[src/hw/laser_link_consts.svh]
`ifndef LASER_LINK_CONSTS_SVH
`define LASER_LINK_CONSTS_SVH

// handshake bytes
// offered by the transmitting station until the far end answers
`define LL_HS_SIGNAL    8'haa
`define LL_HS_REPLY     8'h10

// frame words, sent most significant byte first
// no two words share a first byte, the detector relies on it
`define LL_START_WORD   32'hc1c2c3c4
`define LL_DATA_WORD    32'hd1d2d3d4
`define LL_STOP_WORD    32'h51525354

// bytes written to the host per session, frame word included
`define LL_PKT_LEN      12'd32

// rx silence in cycles before a receive session is dropped
`define LL_TIMEOUT_LEN  12'd64

// cycles between the reply and the first data byte
`define LL_ALIGN_LEN    12'd12

// byte fifo depth, a power of two
`define LL_FIFO_DEPTH   64

`endif

[src/hw/laser_link_pkg.sv]
package laser_link_pkg;

    // one byte on the laser link
    typedef logic [7:0] byte_t;

    // frame word, four link bytes
    typedef logic [31:0] frame_word_t;

    // byte and cycle counters
    typedef logic [11:0] count_t;

    // producer side of a byte stream, ready travels the other way
    typedef struct packed {
        logic  valid;
        byte_t data;
    } byte_stream_t;

    // detector result, hit lasts one cycle
    typedef struct packed {
        logic        hit;
        frame_word_t word;
    } word_hit_t;

    // session FSM
    typedef enum logic [2:0] {
        idle,
        hs_tx_offer,
        tx_align,
        tx_send,
        hs_rx_reply,
        rx_load_word,
        rx_payload
    } link_state_t;

    // frame word matcher, one state per byte seen
    typedef enum logic [1:0] {
        match0,
        match1,
        match2,
        match3
    } detect_state_t;

endpackage

[src/hw/byte_fifo.sv]
`timescale 1ns/1ns

`include "laser_link_consts.svh"

module byte_fifo (
    input  logic                        clock,
    input  logic                        reset,
    input  laser_link_pkg::byte_stream_t wr_stream,
    output logic                        wr_ready,
    output laser_link_pkg::byte_stream_t rd_stream,
    input  logic                        rd_ready
);
    import laser_link_pkg::*;

    localparam int ptr_w = $clog2(`LL_FIFO_DEPTH);
    localparam logic [ptr_w:0] full_count = `LL_FIFO_DEPTH;

    byte_t            mem [`LL_FIFO_DEPTH];
    logic [ptr_w-1:0] wr_ptr;
    logic [ptr_w-1:0] rd_ptr;
    logic [ptr_w:0]   count;
    logic             wr_fire;
    logic             rd_fire;

    assign wr_ready = (count != full_count);
    assign wr_fire  = wr_stream.valid && wr_ready;
    assign rd_fire  = rd_stream.valid && rd_ready;

    // head of queue straight from the array
    assign rd_stream.valid = (count != '0);
    assign rd_stream.data  = mem[rd_ptr];

    always_ff @(posedge clock) begin
        if (wr_fire) begin
            mem[wr_ptr] <= wr_stream.data;
        end
    end

    // pointers wrap on their own since the depth is a power of two
    always_ff @(posedge clock, posedge reset) begin
        if (reset) begin
            wr_ptr <= '0;
            rd_ptr <= '0;
            count  <= '0;
        end else begin
            if (wr_fire) begin
                wr_ptr <= wr_ptr + 1'b1;
            end
            if (rd_fire) begin
                rd_ptr <= rd_ptr + 1'b1;
            end
            case ({wr_fire, rd_fire})
                2'b10: count <= count + 1'b1;
                2'b01: count <= count - 1'b1;
                default: count <= count;
            endcase
        end
    end

endmodule

[src/hw/frame_word_detector.sv]
`timescale 1ns/1ns

`include "laser_link_consts.svh"

module frame_word_detector (
    input  logic                        clock,
    input  logic                        reset,
    input  laser_link_pkg::byte_stream_t rx,
    output laser_link_pkg::word_hit_t    word_hit
);
    import laser_link_pkg::*;

    localparam frame_word_t words [3] = '{`LL_START_WORD, `LL_DATA_WORD, `LL_STOP_WORD};

    detect_state_t state;
    logic [1:0]    sel;
    logic [1:0]    first_sel;
    logic          first_hit;
    byte_t         expect_byte;
    logic          byte_match;

    // which word, if any, starts with this byte
    always_comb begin
        first_hit = 1'b0;
        first_sel = 2'd0;
        for (int i = 0; i < 3; i++) begin
            if (rx.data == words[i][31:24]) begin
                first_hit = 1'b1;
                first_sel = 2'(i);
            end
        end
    end

    // next byte expected from the latched word
    always_comb begin
        case (state)
            match1:  expect_byte = words[sel][23:16];
            match2:  expect_byte = words[sel][15:8];
            match3:  expect_byte = words[sel][7:0];
            default: expect_byte = words[sel][31:24];
        endcase
    end

    assign byte_match = rx.valid && (rx.data == expect_byte);

    // fourth byte matched, reported in the same cycle
    assign word_hit.hit  = (state == match3) && byte_match;
    assign word_hit.word = words[sel];

    always_ff @(posedge clock, posedge reset) begin
        if (reset) begin
            state <= match0;
            sel   <= 2'd0;
        end else if (rx.valid) begin
            case (state)
                match0: begin
                    if (first_hit) begin
                        state <= match1;
                        sel   <= first_sel;
                    end
                end
                match1: state <= byte_match ? match2 : match0;
                match2: state <= byte_match ? match3 : match0;
                // hit or miss, start over
                default: state <= match0;
            endcase
        end
    end

endmodule

[src/hw/link_controller.sv]
`timescale 1ns/1ns

`include "laser_link_consts.svh"

module link_controller (
    input  logic                        clock,
    input  logic                        reset,
    input  laser_link_pkg::byte_stream_t rx,
    input  laser_link_pkg::word_hit_t    word_hit,
    input  laser_link_pkg::byte_stream_t q_in,
    output logic                        q_in_ready,
    output laser_link_pkg::byte_stream_t tx,
    input  logic                        tx_ready,
    output laser_link_pkg::byte_stream_t q_out,
    input  logic                        q_out_ready
);
    import laser_link_pkg::*;

    link_state_t state;
    frame_word_t saved_word;
    count_t      byte_cnt;
    count_t      cycle_cnt;
    logic        reply_pend;
    logic        hs_seen;
    logic        reply_seen;
    logic        start_tx;
    logic        start_rx;
    logic        rx_silent;
    logic        q_out_fire;
    byte_t       word_byte;

    assign hs_seen    = rx.valid && (rx.data == `LL_HS_SIGNAL);
    assign reply_seen = rx.valid && (rx.data == `LL_HS_REPLY);
    // a reply still owed on tx blocks a new transmit session
    assign start_tx   = q_in.valid && !reply_pend;
    assign start_rx   = hs_seen && !start_tx;
    assign rx_silent  = !rx.valid && (cycle_cnt == `LL_TIMEOUT_LEN - 12'd1);
    assign q_out_fire = q_out.valid && q_out_ready;

    // saved word, most significant byte first
    always_comb begin
        case (byte_cnt[1:0])
            2'd0:    word_byte = saved_word[31:24];
            2'd1:    word_byte = saved_word[23:16];
            2'd2:    word_byte = saved_word[15:8];
            default: word_byte = saved_word[7:0];
        endcase
    end

    always_comb begin
        tx         = '{valid: reply_pend, data: `LL_HS_REPLY};
        q_out      = '0;
        q_in_ready = 1'b0;
        case (state)
            hs_tx_offer: tx = '{valid: 1'b1, data: `LL_HS_SIGNAL};
            tx_send: begin
                tx         = q_in;
                q_in_ready = tx_ready;
            end
            rx_load_word: q_out = '{valid: 1'b1, data: word_byte};
            // payload passes straight through, dropped when the fifo is full
            rx_payload: q_out = rx;
            default: ;
        endcase
    end

    // while offering the handshake the flag means a reply was heard,
    // elsewhere it means a reply byte is owed on tx
    always_ff @(posedge clock, posedge reset) begin
        if (reset) begin
            reply_pend <= 1'b0;
        end else begin
            case (state)
                hs_tx_offer: reply_pend <= (reply_pend || reply_seen) && !tx_ready;
                idle:        reply_pend <= start_rx || (reply_pend && !tx_ready);
                hs_rx_reply: reply_pend <= hs_seen || (reply_pend && !tx_ready);
                default:     reply_pend <= reply_pend && !tx_ready;
            endcase
        end
    end

    always_ff @(posedge clock) begin
        if (state == hs_rx_reply && word_hit.hit) begin
            saved_word <= word_hit.word;
        end
    end

    always_ff @(posedge clock, posedge reset) begin
        if (reset) begin
            state     <= idle;
            byte_cnt  <= '0;
            cycle_cnt <= '0;
        end else begin
            case (state)
                idle: begin
                    cycle_cnt <= '0;
                    if (start_tx) begin
                        state <= hs_tx_offer;
                    end else if (start_rx) begin
                        state <= hs_rx_reply;
                    end
                end
                // leave only once the offered byte is taken
                hs_tx_offer: begin
                    if ((reply_pend || reply_seen) && tx_ready) begin
                        state     <= tx_align;
                        cycle_cnt <= '0;
                    end
                end
                tx_align: begin
                    if (cycle_cnt == `LL_ALIGN_LEN - 12'd1) begin
                        state <= tx_send;
                    end else begin
                        cycle_cnt <= cycle_cnt + 12'd1;
                    end
                end
                tx_send: begin
                    if (!q_in.valid) begin
                        state <= idle;
                    end
                end
                hs_rx_reply: begin
                    cycle_cnt <= rx.valid ? '0 : cycle_cnt + 12'd1;
                    if (word_hit.hit) begin
                        state    <= rx_load_word;
                        byte_cnt <= '0;
                    end else if (rx_silent) begin
                        state <= idle;
                    end
                end
                rx_load_word: begin
                    cycle_cnt <= '0;
                    if (q_out_ready) begin
                        byte_cnt <= byte_cnt + 12'd1;
                        if (byte_cnt[1:0] == 2'd3) begin
                            state <= rx_payload;
                        end
                    end
                end
                rx_payload: begin
                    cycle_cnt <= rx.valid ? '0 : cycle_cnt + 12'd1;
                    if (q_out_fire) begin
                        byte_cnt <= byte_cnt + 12'd1;
                    end
                    if (q_out_fire && byte_cnt == `LL_PKT_LEN - 12'd1) begin
                        state <= idle;
                    end else if (rx_silent) begin
                        state <= idle;
                    end
                end
                default: state <= idle;
            endcase
        end
    end

endmodule

[src/hw/laser_link_top.sv]
`timescale 1ns/1ns

module laser_link_top (
    input  logic                        clock,
    input  logic                        reset,
    input  laser_link_pkg::byte_stream_t host_in,
    output logic                        host_in_ready,
    output laser_link_pkg::byte_stream_t host_out,
    input  logic                        host_out_ready,
    input  laser_link_pkg::byte_stream_t rx,
    output laser_link_pkg::byte_stream_t tx,
    input  logic                        tx_ready
);
    import laser_link_pkg::*;

    byte_stream_t q_in;
    logic         q_in_ready;
    byte_stream_t q_out;
    logic         q_out_ready;
    word_hit_t    word_hit;

    // host bytes waiting for a transmit session
    byte_fifo u_in_fifo (
        .clock     (clock),
        .reset     (reset),
        .wr_stream (host_in),
        .wr_ready  (host_in_ready),
        .rd_stream (q_in),
        .rd_ready  (q_in_ready)
    );

    // received frame bytes for the host to drain
    byte_fifo u_out_fifo (
        .clock     (clock),
        .reset     (reset),
        .wr_stream (q_out),
        .wr_ready  (q_out_ready),
        .rd_stream (host_out),
        .rd_ready  (host_out_ready)
    );

    frame_word_detector u_detector (
        .clock    (clock),
        .reset    (reset),
        .rx       (rx),
        .word_hit (word_hit)
    );

    link_controller u_controller (
        .clock       (clock),
        .reset       (reset),
        .rx          (rx),
        .word_hit    (word_hit),
        .q_in        (q_in),
        .q_in_ready  (q_in_ready),
        .tx          (tx),
        .tx_ready    (tx_ready),
        .q_out       (q_out),
        .q_out_ready (q_out_ready)
    );

endmodule

[config.mk]
export PLATFORM = sky130hd
export DESIGN_NAME = laser_link_top
export DESIGN_NICKNAME = d
export VERILOG_FILES = /design/src/hw/laser_link_pkg.sv /design/src/hw/byte_fifo.sv /design/src/hw/frame_word_detector.sv /design/src/hw/link_controller.sv /design/src/hw/laser_link_top.sv
export VERILOG_INCLUDE_DIRS = /design/src /design/src/hw
export SDC_FILE = /design/constraint.sdc
export NUM_CORES = 1
export LEC_CHECK = 0
export ABC_AREA = 1
export ABC_CLOCK_PERIOD_IN_PS = 10360
export BUFFER_PORTS_ARGS = -buffer_cell sky130_fd_sc_hd__buf_2
export CORE_ASPECT_RATIO = 2
export CORE_MARGIN = 3
export CORE_UTILIZATION = 40
export DETAILED_ROUTE_END_ITERATION = 8
export PLACE_DENSITY = 0.61
export SLEW_MARGIN = 20
export SYNTH_ARGS = -nofsm -noshare
export SYNTH_HDL_FRONTEND = slang
export SYNTH_SLANG_ARGS = --single-unit
[constraint.sdc]
create_clock -name clock -period 10.36 [get_ports clock]
set_input_delay 2.072 -clock clock [delete_from_list [all_inputs] [get_ports clock]]
set_output_delay 2.072 -clock clock [all_outputs]
set_load 0.02 [all_outputs]
# Word-level counts from Yosys, hierarchy flattened
# Memory sizes are Yosys's and may differ from the RTL's.
# Cells that the tools add are included.
# classes
n_addsub	10
mux	43
magnitude_cmp	1
n_eq_ne	37
reduce_logical	39
bitwise_logic	1
div	0
multipliers	0
n_shift	0
# ops
operator	n
two-way mux 12 bit	6
binary-select mux 32 bit (select 2 bit)	1
two-way mux 32 bit	2
case mux 12 bit (4 select lines)	1
case mux 8 bit (3 select lines)	2
case mux 12 bit (3 select lines)	1
case mux 9 bit (2 select lines)	2
two-way mux 3 bit	10
case mux 7 bit (2 select lines)	2
adder 12 x 1 -> 12 bit, second input constant	2
adder 6 x 1 -> 6 bit, second input constant	4
equality test 8 bit, second input constant	3
case mux 3 bit (7 select lines)	1
logical AND 1 bit	16
adder 7 x 1 -> 7 bit, second input constant	2
!= test 2 x 1 -> 1 bit, second input constant	7
!= test 7 bit, second input constant	2
nonzero test 7 bit	2
subtractor 7 x 1 -> 7 bit, second input constant	2
equality test 12 x 4 -> 1 bit, second input constant	1
equality test 12 x 5 -> 1 bit, second input constant	1
equality test 12 x 6 -> 1 bit, second input constant	1
equality test 2 bit, second input constant	6
equality test 3 bit, second input constant	3
other kinds (26)	51
# totals
register_bits	102
input_bits	22
output_inout_bits	19
romBits	0
mem_bits_rw	1024
mem_count	2
wordCells	146
latch_bits	0
# mem_list
memory	words	width	rd	rd_clocked_by_memory_dff	write_ports	line	text
u_in_fifo.mem	64	8	1	0	1	byte_fifo.sv:18	byte_t mem [`LL_FIFO_DEPTH];
u_out_fifo.mem	64	8	1	0	1	byte_fifo.sv:18	

# Depth between registers and ports, before layout
# Gate-level depths: netlist of the first run.
# logic_depth
depth_word	10
depth_mapped	18
depth_no_buf	18

# By module
# Synthesis of the first run repeated with hierarchy kept, for this count alone.
# unflattened
hier_cells	4802
area_unflattened_um2	49754.0
# by_module_without_submodules
mod	area_per_inst_um2	instances	seq_area_each_um2	cells_each
byte_fifo	22786.9	2	15850.2	2115
link_controller	3549.7	1	1661.6	470
frame_word_detector	630.6	1	100.1	102

# Least setup slack after synthesis of the first run
# Ideal clock, no wire load.
# synth_timing
path_kind	in2reg
start	input rx[4] in the netlist's numbering
end	memory u_out_fifo.mem[0][4] in the netlist's numbering (data pin)
setup_ns	0.702
n_path_buf	0
arrival_ns	4.667
path_slack_ns	4.991
required_time_ns	9.658
cell_stages	2
cell_sequence	inv_1 -> o21ai_0
# synth_rtl
element	line	text
start, declared	laser_link_top.sv:10	input laser_link_pkg::byte_stream_t rx,
end, declared	byte_fifo.sv:18	

==> metrics.md, run 1 <==
| Metric | Value |
|---|---|
| Fraction of layout cells with a size suffix above 1 | `7.48%` |
| Comb pwr share | `roughly a fifth` |
| Row count | `175` |
| CP Capture Type | `output port` |
| Most frequent cells in the layout | `edfxtp_1, nand2_1, nand3_1` |
| Worst r2r src | `u_out_fifo.count[0]` |
| Status | `finished clean` |
| Peak supply drop | `between 0.2 and 0.25 mV` |
| Syn avg cell area | `roughly 12 µm²` |
| Hold endpoint | `u_controller.byte_cnt[2]` |
| GR Util All Layers | `20.4%` |
| Crit path kind | `flip-flop to output port` |
| Hold_buf cts | `0` |
| Register area share after synthesis | `70.4%` |
| Net count, final | `between 4,000 and 5,000` |
| Pwr per Cell Area | `214 nW/µm²` |
| Final Hold Vio Count | `0` |
| Dpl ws | `4.62 ns` |
| H-tree levels | `3` |
| Post-DR vias/cell | `5.44` |
| Least-Margin Pin Slew | `1.09 ns` |
| Drt total wl | `123,000 µm` |
| RSZ-0062 raised after global routing | `no` |
| Commonest non-fill, non-tap cell in the layout | `edfxtp_1` |
| Number of global-route vias before repair | `30,100` |
| GR peak layer | `met2` |
| Leakage | `16.9 nW` |
| Post-synth EDFFs | `1,027` |
| Crit path time final | `6.51 ns` |
| NetSw | `3.41 mW` |
| Fillcell total | `around 11,000` |
| Sequential share of power | `a little under half` |
| Post-CTS setup buffers | `0` |
| Placer congestion estimate | `0.932` |
| Synth unique cells | `53` |
| Max Cap Viol | `0` |
| Die area | `between 100,000 and 150,000 µm²` |
| First-pass GRT wire length | `around 180,000 µm` |
| Core area | `114,000 µm²` |
| Area Growth Syn to Fin | `9.91%` |
| Average wire per standard cell | `~22 µm` |
| Period utilization | `62.8%` |
| Synth warn | `0` |
| Clk pin slew, worst setup/hold paths | `~0.07 ns` |
| Crit Reg-Reg Endpoint | `u_out_fifo.count[5]` |
| Synthesized netlist cell count | `4,019` |
| Total CTS buffers | `95` |
| Clock Root Buffer | `clkbuf_16` |
| IO Count | `41` |
| Syn Nets | `4,066` |
| Setup_tns | `0 ns` |
| Prevailing post-synth register cell | `edfxtp_1` |
| P_int | `between 7 and 8 mW` |
| Switching fraction of total power | `between 30% and 40%` |
| CTS tree | `built` |
| R2R depth | `15` |
| Worst Setup Start Kind | `flip-flop` |
| Slew Viols, Final | `0` |
| Clock power frac | `33.1%` |
| Final Worst Setup Slack | `3.85 ns` |
| Async S/R FF share, synth | `6.38%` |
| WP data required | `a little over 8 ns` |
| Final count of negative-setup-slack endpoints | `0` |
| Maximum root-to-sink buffer count | `3` |
| Grt met2 use | `38.0%` |
| DR DRC count | `0` |
| Antenna-violating nets left | `0` |
| Slew headroom | `27.3%` |
| Clk Latency, worst-skew pair | `0.72 ns` |
| R2R Setup Slk | `6.89 ns` |
| Clock skew | `0.0635 ns` |
| Hold Crit Depth | `2` |
| Worst hold start | `u_controller.byte_cnt[2]` |
| Gr ovfl total | `0` |
| Fmax | `approximately 150 MHz` |
| GR met1 Demand/Resource | `21.4%` |
| M3 GR Usage | `2.65%` |
| Die width | `247 µm` |
| Port-buffer cells | `40` |
| Worst hold path class | `flip-flop to flip-flop` |
| Synthesized cell area | `46,300 µm²` |
| #FFs+latches synth | `1,097` |
| Post-DP HPWL | `76,100 µm` |
| Drt first pass iters | `5` |
| Critical path's slowest cell | `buf_4` |
| Iter 0 DRT Violations | `2,291` |
| Crit Path Max Fanout | `91` |
| CP arrival | `roughly 4.4 ns` |
| Post-CTS sizing | `0` |
| Largest net degree at the start of global routing | `140` |
| Die Y | `487 µm` |
| Initial Util | `40.5%` |
| Clock sinks | `1,097` |
| Total number of vias | `between 30,000 and 40,000` |
| Worst path max stage delay | `around 0.83 ns` |
| Cells along the critical path | `buf_4 > buf_4 > or2_2 > o21ai_0 > o22ai_1 > a21oi_1 > nand2_1 > nand3_1 > nand2_1 > buf_2` |
| Initial antenna violation count | `7` |
critical path, delay by kind of cell (launching register included):
kind	cells	cell delay (ns)
compound gates	3	0.56
buf+inv	3	1.78
flops	1	0.72
simple gates	4	0.54
logic make-up after synthesis:
kind of cell / share of synthesized area [%]
AND/OR/NAND/NOR: 19.2
flip-flops: 70.4
AO/OA/AOI/OAI: 5.56
buffers and inverters: 3.40
XOR/XNOR: 0.738
adder cells (fa/ha/maj): 0.708
flip-flops by register name, indices dropped and copies added, names as in the netlist, 6 cells and up:
name,flops
u_in_fifo.count,7
u_in_fifo.wr_ptr,6
u_out_fifo.mem,512
u_out_fifo.rd_ptr,6
u_in_fifo.rd_ptr,6
u_out_fifo.count,7
u_controller.byte_cnt,12
u_out_fifo.wr_ptr,6
u_controller.cycle_cnt,12
u_in_fifo.mem,512
through the flow:
stage                     utilization (%)  hold slack, ns  power (mW)  cells  instance area, µm²
after floorplan                         -           0.463        6.58   4019               46300
after global placement               41.7           0.479        7.34   5378               47700
after detailed placement             41.7           0.484        7.37   5378               47700
after CTS                            44.5           0.500        10.9   5552               50800
after global routing                 44.5           0.550        11.3   5554               50900
final                                44.5           0.495        10.9   5555               50900
Yosys cell counts, types with 2 or more instances:
cell type  instances  area [µm²]
nand3_1          584        2920
o211ai_1          46         345
a31oi_1            3        18.8
edfxtp_1        1027       30800
buf_1             13        48.8
nand2_2            6        37.5
xnor2_1            6        52.6
nand4_1           20         125
o221ai_1          24         210
o31ai_1            2        15.0
o22ai_1           48         300
inv_1             87         327
nand3b_1           2        15.0
a21oi_1           47         235
inv_2             18        67.6
nand4_4            7         149
or2_2              8        50.1
nor2_2             3        18.8
nor3b_1            3        22.5
buf_2            104         521
clkinv_1           5        18.8
nand2_1          942        3540
nor3_2             7        70.1
nor2_1           458        1720
o21ai_0          254        1270
buf_4             28         210
inv_4              2        12.5
xor2_1            33         289
o21ai_1           18        90.1
clkbuf_1          75         282
dfrtp_1           70        1750
fa_1               2        40.0
nor2_8             2        40.0
buf_6              5        56.3
ha_1              23         288
nor3_1            20         100
how the worst max path moves through the flow:
stage / startpoint / to / slack [ns] / cells after the start
2_1_floorplan: rx[4] / u_out_fifo.mem[0][4] / 4.99 / 2
4_1_cts: u_out_fifo.rd_ptr[0] / host_out[5] / 3.81 / 10
6_report: u_out_fifo.rd_ptr[0] / host_out[5] / 3.85 / 10
5_1_grt: u_out_fifo.rd_ptr[0] / host_out[5] / 3.56 / 10
3_3_place_gp: u_in_fifo.rd_ptr[0] / tx[4] / 4.58 / 13
3_5_place_dp: u_in_fifo.rd_ptr[0] / tx[4] / 4.62 / 13
area by class of cell:
class                           instances  area (µm²)  area share, %
Clock inverter                         56         636           1.25
Inverter                              113         443          0.871
Antenna cell                            2        5.00        0.00984
Clock buffer                          118        2510           4.94
Timing Repair Buffer                   83         556           1.09
Tap cell                             1504        1880           3.70
Multi-Input combinational cell       2582       12200           24.0
Sequential cell                      1097       32600           64.1
layer usage:
| metal | vias to the layer above | wire (µm) |
|---|---|---|
| met5 | - | 55 |
| li1 | 14100 | - |
| met2 | 888 | 66800 |
| met1 | 14900 | 42300 |
| met4 | 8 | 8570 |
| met3 | 299 | 5340 |
power groups by stage:
| stage | Sequential, mW | Clock [mW] | Combinational (mW) |
|---|---|---|---|
| 3_3_place_gp | 5.16 | 0 | 2.17 |
| 3_5_place_dp | 5.17 | 0 | 2.20 |
| 4_1_cts | 5.07 | 3.66 | 2.21 |
| 5_1_grt | 5.09 | 3.84 | 2.41 |
| 6_report | 5.08 | 3.60 | 2.19 |
| 2_1_floorplan | 5.06 | 0 | 1.52 |
No activity file was read; power rests on OpenSTA's default activity.
==> run 2, diff against run 1 <==
Settings changed: ABC_AREA 1 to 0, ABC_CLOCK_PERIOD_IN_PS 10360 to 6300.
Clock period 10.36 ns to 6.3 ns, I/O delays scaled along.
==> metrics.md, run 2 <==
| Metric | Value |
|---|---|
| Maximum root-to-sink buffer count | `3 (unchanged)` |
| Clk pin slew, worst setup/hold paths | `0.07 ns (about the same)` |
| Crit path time final | `5.55 ns` |
| Crit Path Max Fanout | `50 (-45%)` |
| #FFs+latches synth | `1,097 (unchanged)` |
| Area Growth Syn to Fin | `11.1%` |
| Iter 0 DRT Violations | `1,618 (-29%)` |
| Synth warn | `0 (unchanged)` |
| Leakage | `15.2 nW (-9.8%)` |
| Top cells by area, synth | `edfxtp_1, mux4_2, dfrtp_1, nor2_1, o21ai_0` |
| Hold_buf cts | `0 (unchanged)` |
| Status | `finished clean` |
| GR Util All Layers | `19.1% (-1.3 points)` |
| Total number of vias | `21,500 (-29%)` |
| Crit path max-delay family | `compound AO/OA/AOI/OAI gates` |
| Commonest cells post-synth | `edfxtp_1, mux4_2, nor2_1, nand2_1, dfrtp_1` |
| Number of global-route vias before repair | `23,200 (-23%)` |
| Synthesized cell area | `44,100 µm² (-4.8%)` |
| DR DRC count | `0 (unchanged)` |
| Final Hold Vio Count | `0 (unchanged)` |
| Final Worst Setup Slack | `0.747 ns (-3.11 ns)` |
| Initial antenna violation count | `6 (-1)` |
| Top flop regs | `u_in_fifo.mem: 512 flops, u_out_fifo.mem: 512 flops` |
| Drt total wl | `107,000 µm (-13%)` |
| Worst hold path class | `flip-flop to flip-flop` |
| Least-Margin Pin Slew | `1.14 ns (+0.0497 ns)` |
| Initial Util | `40.5% (about the same)` |
| Final count of negative-setup-slack endpoints | `0 (unchanged)` |
| Drt first pass iters | `5 (unchanged)` |
| RSZ-0062 raised after global routing | `no` |
| Row count | `171 (-2.3%)` |
| WP data required | `5.04 ns (-3.25 ns)` |
| Register area share after synthesis | `74.0% (+3.5 points)` |
| Most frequent cells in the layout | `edfxtp_1, mux4_2, nor2_1` |
| Synth unique cells | `71 (+34%)` |
| Bufs and invs on worst path | `2 (-1)` |
| Fmax | `180 MHz` |
| Gr ovfl total | `0 (unchanged)` |
| Worst path max stage delay | `1.07 ns (+0.24 ns)` |
| Syn Nets | `2,287 (-44%)` |
| Placer congestion estimate | `0.873 (-6.3%)` |
| Post-CTS sizing | `0 (unchanged)` |
| Post-synth EDFFs | `1,027 (unchanged)` |
| Largest area contributor in the netlist | `edfxtp_1` |
| Post-DP HPWL | `73,000 µm (-4.1%)` |
| Syn avg cell area | `19.7 µm² (+71%)` |
| Slew Viols, Final | `0 (unchanged)` |
| Clock skew | `0.0332 ns (-0.0302 ns)` |
| Pwr per Cell Area | `329 nW/µm² (+54%)` |
| Count leader, synth | `edfxtp_1` |
| Period utilization | `88.2%` |
| Post-CTS setup buffers | `0 (unchanged)` |
| Post-DR vias/cell | `5.71 (+5.1%)` |
| Fraction of layout cells with a size suffix above 1 | `23.1% (+16 points)` |
| Core area | `109,000 µm² (-4.7%)` |
| Prevailing post-synth register cell | `edfxtp_1` |
| Async S/R FF share, synth | `6.38% (unchanged)` |
| Commonest non-fill, non-tap cell in the layout | `edfxtp_1` |
| Crit path kind | `flip-flop to output port` |
| CP Capture Type | `output port` |
| Worst Setup Start Kind | `flip-flop` |
| Cells along the critical path | `buf_4 > mux4_2 > a22o_1 > a221oi_1 > o22ai_1 > a211o_1 > buf_2` |
| Fillcell total | `9,052 (-14%)` |
| CTS tree | `built` |
| Die width | `241 µm (-2.4%)` |
| Critical path's slowest cell | `dfrtp_4` |
| CP arrival | `4.29 ns (-0.14 ns)` |
| Average wire per standard cell | `28.4 µm (+28%)` |
| Antenna-violating nets left | `0 (unchanged)` |
| R2R Setup Slk | `1.94 ns (-4.95 ns)` |
| H-tree levels | `3 (unchanged)` |
| Slew headroom | `23.6% (-3.7 points)` |
| Max Cap Viol | `0 (unchanged)` |
| Setup_tns | `0 ns (unchanged)` |
| Die Y | `475 µm (-2.4%)` |
| Total CTS buffers | `94 (-1.1%)` |
| Synthesized netlist cell count | `2,240 (-44%)` |
| Clk Latency, worst-skew pair | `0.70 ns (-0.02 ns)` |
| Util after Layout | `45.0% (+0.45 points)` |
| Peak supply drop | `0.244 mV (-1.5%)` |
| Largest net degree at the start of global routing | `73 (-48%)` |
| Die area | `114,000 µm² (-4.7%)` |
| Net count, final | `2,340 (-42%)` |
| Port-buffer cells | `40 (unchanged)` |
| IO Count | `41 (unchanged)` |
| Clock sinks | `1,097 (unchanged)` |
| Clock Root Buffer | `clkbuf_16` |
| First-pass GRT wire length | `158,000 µm (-15%)` |
| Area share of the largest cell type after synthesis | `70.0% (+3.3 points)` |
| Dpl ws | `1.45 ns (-3.16 ns)` |
run 2: changes by cell type in the layout (fill, tap and decap cells not counted), sizes merged, moves of 25 or more:
cell,before,now
a21oi,48,23
inv,108,30
mux4,0,290
nand2,949,77
nand3,585,37
nor2,464,177
nor2b,0,27
o211ai,47,5
o21ai,274,62
o22ai,48,15
run 2: cell type report:
cell class / count / area (µm²) / area share (%)
Antenna cell: 3 / 7.51 / 0.0153
Clock inverter: 63 / 713 / 1.46
Clock buffer: 109 / 2450 / 5.00
Timing Repair Buffer: 71 / 500 / 1.02
Sequential cell: 1097 / 32600 / 66.6
Tap cell: 1384 / 1730 / 3.54
Multi-Input combinational cell: 1003 / 10800 / 22.2
Inverter: 26 / 98.8 / 0.202
run 2: cell families after synthesis:
| kind of cell | share of synthesized area [%] |
|---|---|
| buf+inv | 1.57 |
| simple gates | 4.84 |
| flops | 74.0 |
| xor+xnor | 0.676 |
| mux | 15.4 |
| fa+ha+maj | 0.744 |
| compound gates | 2.83 |
run 2: worst paths after layout:
kind,start,to,cells past startpoint
max in group asynchronous,reset,u_in_fifo.rd_ptr[1],3
worst max register to register,u_controller.state[0],u_out_fifo.count[6],12
min in group asynchronous,reset,u_controller.cycle_cnt[0],2
worst min-delay path,u_out_fifo.rd_ptr[4],u_out_fifo.rd_ptr[4],1
worst max-delay path,u_in_fifo.rd_ptr[0],tx[2],7
worst min register to register,u_out_fifo.rd_ptr[4],u_out_fifo.rd_ptr[4],1
run 2: power by group:
part / switching [mW] / internal, mW / leakage (nW)
clock network: 2.61 / 3.38 / 1.52
registers: 0.332 / 8.10 / 10.3
logic: 0.984 / 0.724 / 3.39
total: 3.93 / 12.2 / 15.2
run 2: routing by layer:
layer  routed length [µm]  track usage, %  share of wire [%]
met2                61600            37.0                 58
met1                33200            18.5                 31
met5                   40               0              0.037
met3                 4250            2.47                4.0
met4                 7690            12.6                7.2
run 2: stage by stage:
stage,instance area (µm²),hold slack (ns),instances,power [mW]
2_1_floorplan,44100,0.453,2240,9.77
3_3_place_gp,45800,0.464,3581,10.3
3_5_place_dp,45800,0.470,3581,10.3
4_1_cts,48900,0.458,3753,16.3
5_1_grt,49000,0.499,3755,16.7
6_report,49000,0.485,3756,16.1
==> run 3, diff against run 2 <==
Settings changed: RECOVER_POWER set to 50, SLEW_MARGIN 20 to not set.
==> metrics.md, run 3 (synthesized netlist as in run 2, its figures left out) <==
| Metric | Value |
|---|---|
| Clock skew | `0.0348 ns (+0.00153 ns)` |
| Drt first pass iters | `7 (+2)` |
| Hold endpoint | `u_out_fifo.count[6]` |
| First-pass GRT wire length | `158,000 µm (+0.34%)` |
| Gr ovfl total | `0 (unchanged)` |
| Crit path kind | `flip-flop to output port` |
| Violated checks | `capacitance limit, slew limit` |
| Fmax | `180 MHz (about the same)` |
| Net count, final | `2,340 (unchanged)` |
| Worst hold path class | `flip-flop to flip-flop` |
| Port-buffer cells | `40 (unchanged)` |
| Crit Reg-Reg Endpoint | `u_out_fifo.mem[50][6]` |
| Slew Viols, Final | `1,034 (+1,034)` |
| CP arrival | `4.30 ns (about the same)` |
| Clk pin slew, worst setup/hold paths | `0.07 ns (about the same)` |
| R2R Setup Slk | `1.56 ns (-0.38 ns)` |
| Fillcell total | `9,157 (+1.2%)` |
| R2R depth | `4 (-8)` |
| Final Hold Vio Count | `0 (unchanged)` |
| DR DRC count | `0 (unchanged)` |
| Largest net degree at the start of global routing | `73 (unchanged)` |
| Clock sinks | `1,097 (unchanged)` |
| Die Y | `475 µm (unchanged)` |
| Post-CTS sizing | `0 (unchanged)` |
| Placer congestion estimate | `0.873 (unchanged)` |
| Crit path time final | `5.56 ns (+0.00236 ns)` |
| Final instance area | `48,800 µm² (-0.26%)` |
| WP data required | `5.04 ns (about the same)` |
| Initial Util | `40.5% (unchanged)` |
| Pwr per Cell Area | `330 nW/µm² (+0.17%)` |
| Total number of vias | `21,500 (+0.16%)` |
| CTS tree | `built` |
| Post-DP HPWL | `73,300 µm (+0.40%)` |
| Core area | `109,000 µm² (unchanged)` |
| Worst hold start | `u_out_fifo.count[6]` |
| H-tree levels | `3 (unchanged)` |
| Clock Root Buffer | `clkbuf_16` |
| Commonest non-fill, non-tap cell in the layout | `edfxtp_1` |
| RSZ-0062 raised after global routing | `no` |
| Die width | `241 µm (unchanged)` |
| IO Count | `41 (unchanged)` |
| Initial antenna violation count | `6 (unchanged)` |
| Hold Crit Depth | `1 (unchanged)` |
| Fraction of layout cells with a size suffix above 1 | `22.0% (-1.1 points)` |
| Iter 0 DRT Violations | `1,411 (-13%)` |
| Max Cap Viol | `16 (+16)` |
| Area Growth Syn to Fin | `10.8%` |
| Clk Latency, worst-skew pair | `0.70 ns (about the same)` |
| Maximum root-to-sink buffer count | `3 (unchanged)` |
| GR Util All Layers | `19.2% (+0.058 points)` |
| Post-CTS setup buffers | `0 (unchanged)` |
| Worst r2r src | `u_controller.state[0]` |
| Peak supply drop | `0.340 mV (+40%)` |
| Crit Path Max Fanout | `45 (-10%)` |
| Worst Setup Start Kind | `flip-flop` |
| CP Capture Type | `output port` |
| Die area | `114,000 µm² (unchanged)` |
| Average wire per standard cell | `28.5 µm (+0.15%)` |
| Least-Margin Pin Slew | `3.59 ns (+2.45 ns)` |
| Total CTS buffers | `94 (unchanged)` |
| Post-DR vias/cell | `5.72 (about the same)` |
| Most frequent cells in the layout | `edfxtp_1, mux4_2, nor2_1` |
| Post-DP Area | `45,800 µm² (about the same)` |
| Row count | `171 (unchanged)` |
| Hold_buf cts | `0 (unchanged)` |
| Final count of negative-setup-slack endpoints | `0 (unchanged)` |
| Number of global-route vias before repair | `23,300 (+0.31%)` |
| Drt total wl | `107,000 µm (+0.26%)` |
| Setup_tns | `0 ns (unchanged)` |
| Top flop regs | `u_in_fifo.mem: 512 flops, u_out_fifo.mem: 512 flops` |
| Leakage | `15.1 nW (-0.48%)` |
| Antenna-violating nets left | `0 (unchanged)` |
| Period utilization | `88.2% (about the same)` |
| Status | `finished, violations left` |
| Slew headroom | `-140% (-160 points)` |
==> run 3: changes by cell type in the layout (fill, tap and decap cells not counted), moves of 3 or more <==
| cell | previous run | this run |
|---|---|---|
| and2_0 | 0 | 4 |
| and2_1 | 10 | 6 |
| buf_4 | 28 | 12 |
| clkbuf_1 | 12 | 33 |
| clkinv_2 | 13 | 17 |
| clkinvlp_4 | 10 | 7 |
| nor2_1 | 167 | 173 |
| nor2_2 | 5 | 0 |
==> run 3: through the flow <==
stage	hold WS (ns)	setup slack (ns)	utilization, %	cells	total power [mW]
finish	0.481	0.744	44.8	3760	16.1
global route	0.502	0.485	44.8	3759	16.7
floorplan	0.453	1.97	-	2240	9.77
global placement	0.464	1.44	42.0	3581	10.3
detailed placement	0.472	1.44	42.0	3581	10.3
CTS	0.456	0.679	44.9	3757	16.3
==> run 3: metal layers <==
layer / track usage [%] / vias up / wire (µm)
met5: 0 / - / 39
met4: 13.0 / 6 / 7980
met3: 2.44 / 273 / 4030
met2: 37.0 / 630 / 61300
met1: 18.5 / 11300 / 33700
li1: - / 9244 / -
==> run 3: layout make-up <==
type,count,area [µm²],area share [%]
Clock inverter,64,671,1.37
Sequential cell,1097,32600,66.8
Timing Repair Buffer,71,438,0.897
Clock buffer,112,2480,5.09
Multi-Input combinational cell,1003,10800,22.1
Inverter,26,98.8,0.202
Antenna cell,3,7.51,0.0154
Tap cell,1384,1730,3.55
==> run 3: worst max path at each step <==
| stage | startpoint | to | slack (ns) |
|---|---|---|---|
| global route | reset | u_in_fifo.rd_ptr[1] | 0.48 |
| detailed placement | u_in_fifo.rd_ptr[0] | tx[2] | 1.44 |
| global placement | u_in_fifo.rd_ptr[0] | tx[2] | 1.44 |
| finish | u_in_fifo.rd_ptr[1] | tx[6] | 0.74 |
| floorplan | u_controller.state[1] | u_out_fifo.mem[0][0] | 1.97 |
| CTS | u_in_fifo.rd_ptr[0] | tx[2] | 0.68 |
==> run 3: power by group <==
part	total, mW	leakage, nW	switching [mW]	internal (mW)
Combinational	1.70	3.31	0.978	0.719
Clock	5.97	1.53	2.64	3.33
Sequential	8.44	10.3	0.336	8.11
==> run 3: critical path, cell delays in order, from the launching register on <==
cell and delay (ns):
dfrtp_4 0.95, buf_4 0.47, mux4_2 0.40, a22o_1 0.20
a221oi_1 0.87, o22ai_1 0.19, a211o_1 0.32, buf_2 0.17
